`src/mem_stage_pkg.sv`:
```
`default_nettype none

package mem_stage_pkg;

    localparam int BYTE_LANES = 4;

    typedef logic [31:0] word_t;
    typedef logic [4:0]  reg_idx_t;

    // Access width and signedness, encoded like funct3 of loads and stores
    typedef enum logic [2:0] {
        LB   = 3'b000,
        LH   = 3'b001,
        LW   = 3'b010,
        LBU  = 3'b100,
        LHU  = 3'b101,
        NONE = 3'b111
    } mem_width_t;

    // Source of the register writeback value
    typedef enum logic [2:0] {
        W_SEL_FROM_DLOAD = 3'd0,
        W_SEL_FROM_PC    = 3'd1,
        W_SEL_FROM_IMM_U = 3'd2,
        W_SEL_FROM_ALU   = 3'd3
    } w_sel_t;

    // Executed instruction handed over by the execute stage
    typedef struct packed {
        logic       valid;
        word_t      pc4;
        word_t      port_out;
        word_t      rs1_data;
        word_t      rs2_data;
        word_t      imm_u;
        reg_idx_t   rd;
        logic       reg_write;
        logic       dren;
        logic       dwen;
        mem_width_t width;
        w_sel_t     w_sel;
        logic       ifence;
        logic       sfence;
        logic       halt;
    } ex_mem_t;

    // Single-cycle data bus request
    typedef struct packed {
        word_t                 addr;
        word_t                 wdata;
        logic [BYTE_LANES-1:0] byte_en;
        logic                  ren;
        logic                  wen;
    } dbus_req_t;

    typedef struct packed {
        logic mal_l;
        logic mal_s;
        logic fault_l;
        logic fault_s;
    } mem_exc_t;

    typedef struct packed {
        logic     valid;
        logic     reg_write;
        reg_idx_t rd;
        word_t    reg_wdata;
        logic     halt;
        mem_exc_t exc;
    } mem_wb_t;

    // Value offered to the forwarding unit
    typedef struct packed {
        reg_idx_t rd;
        logic     reg_write;
        word_t    data;
    } fwd_t;

endpackage

`default_nettype wire

```
`src/pipe_reg.sv`:
```
`timescale 1ns/100ps
`default_nettype none

// Pipeline register shared by the ex/mem and mem/wb slots.
// An all-zero payload is a bubble, since valid is then low.
module pipe_reg #(
    parameter type PAYLOAD_T = logic [31:0]
) (
    input  logic     CLK,
    input  logic     nRST,
    input  logic     hold,
    input  logic     bubble,
    input  PAYLOAD_T d,
    output PAYLOAD_T q
);

    PAYLOAD_T q_next;

    // Hold wins over bubble so a stalled slot keeps its instruction
    always_comb begin
        if (hold) begin
            q_next = q;
        end else if (bubble) begin
            q_next = '0;
        end else begin
            q_next = d;
        end
    end

    always_ff @(posedge CLK, negedge nRST) begin
        if (!nRST) begin
            q <= '0;
        end else begin
            q <= q_next;
        end
    end

endmodule

`default_nettype wire

```
`src/mem_lane_unit.sv`:
```
`timescale 1ns/100ps
`default_nettype none

module mem_lane_unit
    import mem_stage_pkg::*;
(
    input  ex_mem_t   ex,
    input  logic      dbus_error,
    output dbus_req_t dbus,
    output mem_exc_t  exc
);

    logic [1:0]            offset;
    logic                  mal_addr;
    logic [BYTE_LANES-1:0] lane_map;
    word_t                 store_data;

    assign offset = ex.port_out[1:0];

    // Natural alignment per access width
    always_comb begin
        case (ex.width)
            LW:      mal_addr = (offset != 2'b00);
            LH, LHU: mal_addr = offset[0];
            default: mal_addr = 1'b0;
        endcase
    end

    // Little-endian lane map, empty for a misaligned access
    always_comb begin
        case (ex.width)
            LB, LBU: lane_map = 4'b0001 << offset;
            LH, LHU: begin
                if (offset[0]) begin
                    lane_map = 4'b0000;
                end else begin
                    lane_map = offset[1] ? 4'b1100 : 4'b0011;
                end
            end
            LW:      lane_map = mal_addr ? 4'b0000 : 4'b1111;
            default: lane_map = 4'b0000;
        endcase
    end

    // Store data copied to every lane the access may hit
    always_comb begin
        case (ex.width)
            LB, LBU: store_data = {4{ex.rs2_data[7:0]}};
            LH, LHU: store_data = {2{ex.rs2_data[15:0]}};
            LW:      store_data = ex.rs2_data;
            default: store_data = '0;
        endcase
    end

    assign dbus.addr    = ex.port_out;
    assign dbus.wdata   = store_data;
    assign dbus.byte_en = lane_map;
    assign dbus.ren     = ex.valid && ex.dren && !mal_addr;
    assign dbus.wen     = ex.valid && ex.dwen && !mal_addr;

    assign exc.mal_l   = ex.valid && ex.dren && mal_addr;
    assign exc.mal_s   = ex.valid && ex.dwen && mal_addr;
    assign exc.fault_l = dbus.ren && dbus_error;
    assign exc.fault_s = dbus.wen && dbus_error;

    // Execute stage never marks one instruction as both load and store
    always_comb begin
        a_strobe_excl: assert final (!(dbus.ren && dbus.wen))
            else $error("ren and wen both high");
        a_lanes_on_strobe: assert final (!(dbus.ren || dbus.wen) || (dbus.byte_en != '0))
            else $error("strobe with empty byte_en");
    end

endmodule

`default_nettype wire

```
`src/load_extender.sv`:
```
`timescale 1ns/100ps
`default_nettype none

module load_extender
    import mem_stage_pkg::*;
(
    input  word_t      rdata,
    input  mem_width_t width,
    input  logic [1:0] offset,
    output word_t      ext
);

    word_t shifted;

    // Addressed byte or half-word moved down to bit 0
    assign shifted = rdata >> {offset, 3'b000};

    always_comb begin
        case (width)
            LB:      ext = {{24{shifted[7]}}, shifted[7:0]};
            LBU:     ext = {24'h000000, shifted[7:0]};
            LH:      ext = {{16{shifted[15]}}, shifted[15:0]};
            LHU:     ext = {16'h0000, shifted[15:0]};
            LW:      ext = rdata;
            default: ext = '0;
        endcase
    end

endmodule

`default_nettype wire

```
`src/fence_tracker.sv`:
```
`timescale 1ns/100ps
`default_nettype none

module fence_tracker (
    input  logic CLK,
    input  logic nRST,
    input  logic ifence,
    input  logic sfence,
    input  logic iflush_done,
    input  logic dflush_done,
    input  logic itlb_done,
    input  logic dtlb_done,
    output logic icache_flush,
    output logic dcache_flush,
    output logic itlb_fence,
    output logic dtlb_fence,
    output logic fence_stall
);

    // Bit 0 is the cache fence, bit 1 the TLB fence
    logic [1:0] fence_lvl;
    logic [1:0] fence_prev;
    logic [1:0] fence_pulse;
    logic [1:0] done_i;
    logic [1:0] done_d;
    logic [1:0] flag_i;
    logic [1:0] flag_d;
    logic [1:0] flag_i_next;
    logic [1:0] flag_d_next;

    assign fence_lvl   = {sfence, ifence};
    assign done_i      = {itlb_done, iflush_done};
    assign done_d      = {dtlb_done, dflush_done};
    assign fence_pulse = fence_lvl & ~fence_prev;

    // Flags drop on the pulse, come back with the done pulse
    assign flag_i_next = (flag_i & ~fence_pulse) | done_i;
    assign flag_d_next = (flag_d & ~fence_pulse) | done_d;

    always_ff @(posedge CLK, negedge nRST) begin
        if (!nRST) begin
            fence_prev <= 2'b00;
            flag_i     <= 2'b11;
            flag_d     <= 2'b11;
        end else begin
            fence_prev <= fence_lvl;
            flag_i     <= flag_i_next;
            flag_d     <= flag_d_next;
        end
    end

    assign icache_flush = fence_pulse[0];
    assign dcache_flush = fence_pulse[0];
    assign itlb_fence   = fence_pulse[1];
    assign dtlb_fence   = fence_pulse[1];

    // Release in the cycle the last done pulse shows up
    assign fence_stall = |(fence_lvl & ~(flag_i_next & flag_d_next));

    a_no_pulse_in_stall: assert property (@(posedge CLK) disable iff (!nRST)
        (|fence_pulse) |-> !$past(fence_stall))
        else $error("fence pulse while a fence is still pending");

endmodule

`default_nettype wire

```
`src/wb_select.sv`:
```
`timescale 1ns/100ps
`default_nettype none

module wb_select
    import mem_stage_pkg::*;
(
    input  ex_mem_t  ex,
    input  word_t    load_data,
    input  mem_exc_t exc,
    output mem_wb_t  wb,
    output fwd_t     fwd
);

    word_t wdata;
    word_t fwd_data;
    logic  write_ok;

    always_comb begin
        case (ex.w_sel)
            W_SEL_FROM_DLOAD: wdata = load_data;
            W_SEL_FROM_PC:    wdata = ex.pc4;
            W_SEL_FROM_IMM_U: wdata = ex.imm_u;
            W_SEL_FROM_ALU:   wdata = ex.port_out;
            default:          wdata = '0;
        endcase
    end

    // Load data is not ready in time for forwarding, loads offer zero
    always_comb begin
        case (ex.w_sel)
            W_SEL_FROM_PC:    fwd_data = ex.pc4;
            W_SEL_FROM_IMM_U: fwd_data = ex.imm_u;
            W_SEL_FROM_ALU:   fwd_data = ex.port_out;
            default:          fwd_data = '0;
        endcase
    end

    // Any memory exception kills the register write
    assign write_ok = ex.valid && ex.reg_write && !(|exc);

    assign wb.valid     = ex.valid;
    assign wb.reg_write = write_ok;
    assign wb.rd        = ex.rd;
    assign wb.reg_wdata = wdata;
    assign wb.halt      = ex.halt;
    assign wb.exc       = exc;

    assign fwd.rd        = ex.rd;
    assign fwd.reg_write = write_ok;
    assign fwd.data      = fwd_data;

endmodule

`default_nettype wire

```
`src/mem_pipeline_top.sv`:
```
`timescale 1ns/100ps
`default_nettype none

module mem_pipeline_top
    import mem_stage_pkg::*;
(
    input  logic      CLK,
    input  logic      nRST,
    input  ex_mem_t   ex_in,
    output dbus_req_t dbus,
    input  word_t     dbus_rdata,
    input  logic      dbus_busy,
    input  logic      dbus_error,
    output logic      icache_flush,
    output logic      dcache_flush,
    output logic      itlb_fence,
    output logic      dtlb_fence,
    input  logic      iflush_done,
    input  logic      dflush_done,
    input  logic      itlb_done,
    input  logic      dtlb_done,
    output logic      stall,
    output fwd_t      fwd,
    output mem_wb_t   wb_out
);

    ex_mem_t  ex_mem;
    mem_exc_t exc;
    word_t    load_ext;
    mem_wb_t  wb_next;
    logic     fence_stall;

    assign stall = dbus_busy || fence_stall;

    // ex/mem slot keeps its instruction while the stage stalls
    pipe_reg #(.PAYLOAD_T(ex_mem_t)) u_ex_mem_reg (
        .CLK(CLK), .nRST(nRST), .hold(stall), .bubble(1'b0), .d(ex_in), .q(ex_mem)
    );

    mem_lane_unit u_lanes (
        .ex(ex_mem), .dbus_error(dbus_error), .dbus(dbus), .exc(exc)
    );

    load_extender u_load_ext (
        .rdata(dbus_rdata), .width(ex_mem.width), .offset(ex_mem.port_out[1:0]),
        .ext(load_ext)
    );

    fence_tracker u_fences (
        .CLK(CLK), .nRST(nRST),
        .ifence(ex_mem.valid && ex_mem.ifence), .sfence(ex_mem.valid && ex_mem.sfence),
        .iflush_done(iflush_done), .dflush_done(dflush_done),
        .itlb_done(itlb_done), .dtlb_done(dtlb_done),
        .icache_flush(icache_flush), .dcache_flush(dcache_flush),
        .itlb_fence(itlb_fence), .dtlb_fence(dtlb_fence), .fence_stall(fence_stall)
    );

    wb_select u_wb_sel (
        .ex(ex_mem), .load_data(load_ext), .exc(exc), .wb(wb_next), .fwd(fwd)
    );

    // Stall cycles leave a bubble in the mem/wb slot
    pipe_reg #(.PAYLOAD_T(mem_wb_t)) u_mem_wb_reg (
        .CLK(CLK), .nRST(nRST), .hold(1'b0), .bubble(stall), .d(wb_next), .q(wb_out)
    );

endmodule

`default_nettype wire

```
`config.mk`:
```
export PLATFORM = sky130hd
export DESIGN_NAME = mem_pipeline_top
export DESIGN_NICKNAME = d
export VERILOG_FILES = /design/src/mem_stage_pkg.sv /design/src/pipe_reg.sv /design/src/mem_lane_unit.sv /design/src/load_extender.sv /design/src/fence_tracker.sv /design/src/wb_select.sv /design/src/mem_pipeline_top.sv
export SDC_FILE = /design/constraint.sdc
export NUM_CORES = 1
export LEC_CHECK = 0
export BUFFER_PORTS_ARGS = -buffer_cell sky130_fd_sc_hd__buf_2
export CORE_AREA = 5 5 162 164
export DETAILED_ROUTE_END_ITERATION = 10
export DIE_AREA = 0 0 167 169
export GPL_TIMING_DRIVEN = 0
export PLACE_DENSITY = 0.8
export SETUP_SLACK_MARGIN = 0.2
export SLEW_MARGIN = 40
export SYNTH_ARGS = -nofsm -noshare
export SYNTH_HDL_FRONTEND = slang
export SYNTH_HIERARCHICAL = 1
export SYNTH_SLANG_ARGS = --single-unit
```
`constraint.sdc`:
```
create_clock -name CLK -period 2.3 [get_ports CLK]
set_input_delay 0.115 -clock CLK [delete_from_list [all_inputs] [get_ports CLK]]
set_output_delay 0.115 -clock CLK [all_outputs]
set_load 0.01 [all_outputs]
```
==> results of run 1 <==
==> path summary, 6_finish.rpt <==
check / start / to / slack, ns / cells past startpoint
worst max-delay path: u_ex_mem_reg/q[7] / fwd[32] / -0.09 / 8
worst min-delay path: nRST / u_mem_wb_reg/q[17] / 0.18 / 2
worst max register to register: u_ex_mem_reg/q[114] / u_mem_wb_reg/q[16] / 0.02 / 10
worst min register to register: u_ex_mem_reg/q[0] / u_ex_mem_reg/q[0] / 0.49 / 2
max in group asynchronous: nRST / u_ex_mem_reg/q[51] / 1.02 / 4
min in group CLK: dbus_error / u_mem_wb_reg/q[0] / 0.18 / 6
==> power by group through the flow <==
| stage | logic [µW] | clock network [µW] | registers [µW] |
|---|---|---|---|
| after floorplan | 1690 | 0 | 4100 |
| after global placement | 2790 | 0 | 4140 |
| after detailed placement | 2840 | 0 | 4150 |
| after CTS | 3260 | 3220 | 4080 |
| after global routing | 3800 | 3350 | 4150 |
| final | 3580 | 3180 | 4110 |
==> state kept, by name, summed over array words and instances (netlist names) <==
register             flops
u_ex_mem_reg/q         146
u_mem_wb_reg/q          44
u_fences/fence_prev      2
u_fences/flag_i          2
u_fences/flag_d          2
==> cell type report <==
| cell class | count | area, µm² | area share, % |
|---|---|---|---|
| Antenna cell | 4 | 10.01 | 0.06024 |
| Buffer | 161 | 1155 | 6.950 |
| Clock buffer | 17 | 425.4 | 2.560 |
| Clock inverter | 15 | 198.9 | 1.197 |
| Inverter | 5 | 18.77 | 0.1129 |
| Multi-Input combinational cell | 962 | 5913 | 35.58 |
| Sequential cell | 196 | 4917 | 29.59 |
| Tap cell | 330 | 412.9 | 2.485 |
| Timing Repair Buffer | 523 | 3566 | 21.46 |
==> metrics by stage <==
step | hold WS (ns) | cells
6_report | 0.1783 | 2213
5_1_grt | 0.1942 | 2213
4_1_cts | 0.1648 | 2199
3_5_place_dp | 0.06745 | 1998
3_3_place_gp | 0.3133 | 1996
2_1_floorplan | -0.1806 | 1324
==> repair_timing <==
item,CTS,global route
resized for setup,74,97
buffers inserted,16,10
endpoints found under the setup margin,214,224
endpoints found under the hold margin,207,0
hold buffers,151,0
pin swaps,33,41
cloned,2,0
==> layer usage <==
layer | vias up | wire (µm) | global-route usage [%]
met2 | 665 | 21940 | 51.20
met3 | 144 | 3768 | 5.885
met1 | 5821 | 18880 | 42.10
li1 | 5505 | - | -
met4 | 6 | 2085 | 15.01
met5 | - | 40 | 0
==> critical path: stages, from the launching register on <==
cell and delay, ns:
dfrtp_2 0.42, buf_4 0.19, nand3b_2 0.16, o41ai_4 0.13
nor2b_1 0.18, nor4_2 0.28, and3_1 0.24, buf_4 0.13
buf_6 0.09
==> results.cfg, run 1 <==
[synthesis]
syn_area_um2 = 11460
avgSynthCellArea_um2 = 8.699
synth-warning-count = 6
synthCells = 1317

[power]
p_seq_share_pct = 37.8
p_clk_share_pct = 29.3
switchingPower_uw = 3941
ir_worst_vdd_mv = 0.4047
p_int_uw = 6937
p_per_area_nw_per_um2 = 654.6
combPwrFrac_pct = 32.9
total_power_uw = 10880
leakage_uw = 0.007852
p_sw_share_pct = 36.23

[grt]
grt_pass1_vias = 12307
gr-total-overflow = 0
antenna_found_initial = 7
grt_max_degree = 74
grt_pass1_wl_um = 70700
grt_usage_pct = 31.91

[worst_setup_path]
cp-start-kind = flop
crit_path_max_fanout = 10
cp-end-kind = primary output
arrival_ns = 2.27
critPathKind = flop to primary output
cp.required_ns = 2.18

[routing]
vias = 12141
wl_um = 46720
wire_per_inst_um = 21.11
ant_nets = 0
route.detailed.drc = 0
drt-initial-drc-count = 1277
drtPass1Iterations = 6
vias_per_cell = 5.486

[timing]
finalHoldViolations = 0
slew_headroom_pct = 51.26
rsz0062_at_grt = yes
slew_viol_final = 0
setup_slack_ns = -0.08773
tightestPinTransition_ns = 0.7262
fmax_mhz = 418.8
totalNegativeSetupSlack_ns = -0.08773
skew_ns = 0.01420
period_share_pct = 103.8
finalSetupViolations = 1
fin_crit_ns = 2.388

[clocking]
cts_made_buffers = 17
cts-root-buf = clkbuf_16
clkSlewWorstSetupHoldPaths_ns = 0.08
tritoncts = built
clk_latency_ns = 0.45
clock_sinks = 196
cts_htree_levels = 4
clockBufferDepth = 2

[run_status]
outcome = finished with violations
violations = setup timing

[placed_design]
post-place-ws_ns = -0.1536
dp_hpwl_um = 32310
place.gp.congestion = 0.9987
io_buffers = 342
place_area_um2 = 13670

[die]
die_x_um = 167
fp.dieArea_um2 = 28220
std_cell_rows = 58
ios = 375
core_um2 = 24750
die_h_um = 169
initial_core_util_pct = 46.30

[job]
cap_viol_max_count = 0

[finish]
mostFrequentLayoutCells = buf_2 (379), nand2_1 (263), dfrtp_1 (186), nand2b_1 (184), dlygate4sd3_1 (151)
final_util_pct = 67.15
layout_commonest_cell = buf_2
drive_gt1_share_pct = 35.71
fin_area_um2 = 16620
nets = 2084
syn_to_final_growth_pct = 45.04
fillers = 1889

[hold_path]
hp-class = primary input to asynchronous set/reset pin
No activity file was read; power rests on OpenSTA's default activity.
==> inputs of run 2 (changes only) <==
--- a/config.mk
+++ b/config.mk
@@ -6,12 +6,13 @@
 export NUM_CORES = 1
 export LEC_CHECK = 0
 export BUFFER_PORTS_ARGS = -buffer_cell sky130_fd_sc_hd__buf_2
-export CORE_AREA = 5 5 162 164
+export CORE_AREA = 5 5 192 138
 export DETAILED_ROUTE_END_ITERATION = 10
-export DIE_AREA = 0 0 167 169
+export DIE_AREA = 0 0 197 143
 export GPL_TIMING_DRIVEN = 0
-export PLACE_DENSITY = 0.8
+export PLACE_DENSITY = 0.81
 export SETUP_SLACK_MARGIN = 0.2
+export SKIP_CTS_REPAIR_TIMING = 1
 export SLEW_MARGIN = 40
 export SYNTH_ARGS = -nofsm -noshare
 export SYNTH_HDL_FRONTEND = slang
==> run 2 against run 1 <==
Effect of this change:
- global-route usage shrank 2.7 points
- core utilization grew 2.4 points
- largest power group unchanged
- the flow still finishes with violations (setup timing)
- clock skew is essentially flat
- sequential share of layout area shrank 0.58 points
- setup slack lost 0.086 ns
==> results.cfg, run 2 (same netlist as run 1, synthesis figures left out) <==
[run_status]
outcome = finished with violations
violations = setup timing

[timing]
finalHoldViolations = 0
slew_viol_final = 0
setup_slack_ns = -0.1734
tightestPinTransition_ns = 0.7467
skew_ns = 0.01393
rsz0062_at_grt = yes
fin_crit_ns = 2.473
fmax_mhz = 404.3
period_share_pct = 107.5
slew_headroom_pct = 50.00
finalSetupViolations = 19

[grt]
gr-total-overflow = 0
grt_max_degree = 75
antenna_found_initial = 5
grt_usage_pct = 29.17
grt_pass1_vias = 10602
grt_pass1_wl_um = 62380

[routing]
wire_per_inst_um = 21.20
drt-initial-drc-count = 1157
vias_per_cell = 5.509
ant_nets = 0
route.detailed.drc = 0
vias = 12290
drtPass1Iterations = 5
wl_um = 47300

[finish]
top_register = u_ex_mem_reg/q
drive_gt1_share_pct = 37.42
final_cells = 2231
fin_area_um2 = 16960
largest_reg_flops = 146
layout_commonest_cell = buf_2
mostFrequentLayoutCells = buf_2 (381), nand2_1 (264), dfrtp_1 (186), nand2b_1 (184), dlygate4sd3_1 (150)
fillers = 1829
final_util_pct = 69.54
syn_to_final_growth_pct = 48.00
reg_top3 = u_ex_mem_reg/q: 146 flops, u_mem_wb_reg/q: 44 flops
nets = 2105

[worst_setup_path]
critPathKind = flop to primary output
critPathTopFamily = simple AND/OR/NAND/NOR gates
arrival_ns = 2.36
reg2reg_slack_ns = -0.10
cp.required_ns = 2.18
crit_path_max_fanout = 8
crit_path_cell_trace = nor2_4 -> o41ai_4 -> buf_6 -> nor2_4 -> nor4_2 -> and3_1 -> buf_4 -> buf_6
cp_num_buf_inv = 3
worstSetupPathDepth = 8
critPathSlowestCell = dfrtp_2
cp-end-kind = primary output
critPathMaxStageDelay_ns = 0.53
rr_startpoint = u_ex_mem_reg/q[114]
r2r_cells = 11
critPathLaunch = u_ex_mem_reg/q[114]
cp-endpoint = fwd[32]
cp-start-kind = flop
timing.rr.end = u_mem_wb_reg/q[22]

[hold_path]
hp-class = primary input to flop
min-delay-start = ex_in[145]

[placed_design]
dp_hpwl_um = 33290
place.gp.congestion = 0.9708
place_area_um2 = 13670
dp_cells = 1993
io_buffers = 342

[power]
ir_worst_vdd_mv = 0.6036
leakage_uw = 0.008046
total_power_uw = 11340
p_per_area_nw_per_um2 = 668.8

[die]
core_um2 = 24380
ios = 375
die_x_um = 197
initial_core_util_pct = 46.99
die_h_um = 143
std_cell_rows = 48
fp.dieArea_um2 = 28170

[clocking]
clkSlewWorstSetupHoldPaths_ns = 0.07
clk_latency_ns = 0.45
cts-root-buf = clkbuf_16
cts_made_buffers = 17
cts_htree_levels = 4
clock_sinks = 196
clockBufferDepth = 2
tritoncts = built

[job]
cap_viol_max_count = 0
## run 2: power by group
part	leakage [µW]	switching [µW]	internal, µW
combinational	0.00515	2010	1690
sequential	0.00256	328	3800
clock	0.000338	1420	2090
## run 2: worst min path at each step
stage | end | slack (ns) | cells after the start
after floorplan | u_ex_mem_reg/q[0] | -0.18 | 0
after global placement | u_fences/flag_d[1] | 0.31 | 2
after detailed placement | u_mem_wb_reg/q[4] | 0.12 | 1
after CTS | u_fences/fence_prev[0] | -0.37 | 1
after global routing | u_ex_mem_reg/q[145] | 0.13 | 3
final | u_ex_mem_reg/q[145] | 0.13 | 3
## run 2: per-layer routing
metal,wire length (µm),track usage [%],up-vias
met5,0,0,-
met4,1437,8.206,0
met3,4495,7.193,111
met2,21200,42.97,694
met1,20170,42.99,5953
li1,-,-,5532
## run 2: final cells by class
type                       count  area [µm²]  share of cell area [%]
clock inverter                14       245.2                   1.446
inverter                       5       22.52                  0.1328
antenna                        6       15.01                 0.08855
buffer                       161        1185                   6.988
clock buffer                  18       439.2                   2.590
tap                          325       406.6                   2.398
sequential                   196        4920                   29.01
timing repair buffer         544        3714                   21.90
multi-input combinational    962        6010                   35.44
## run 2: metrics by stage
stage	worst slack (ns)	hold slack, ns	TNS, ns
finish	-0.1734	0.1275	-0.8784
global route	-0.2457	0.1251	-2.387
CTS	-0.5793	-0.3660	-21.57
detailed placement	-0.3370	0.1173	-17.76
global placement	-2.085	0.3146	-408.45
floorplan	0.4678	-0.1806	0
## run 2: worst register-to-register path, stage by stage (launching register included)
cell and delay [ns]:
dfrtp_2 0.53, buf_4 0.17, buf_6 0.12, mux2_4 0.34, o221ai_4 0.27, buf_6 0.15
buf_6 0.11, o21ai_2 0.05, mux2i_1 0.21, o22ai_2 0.16, nand2b_1 0.11, o21ai_1 0.05
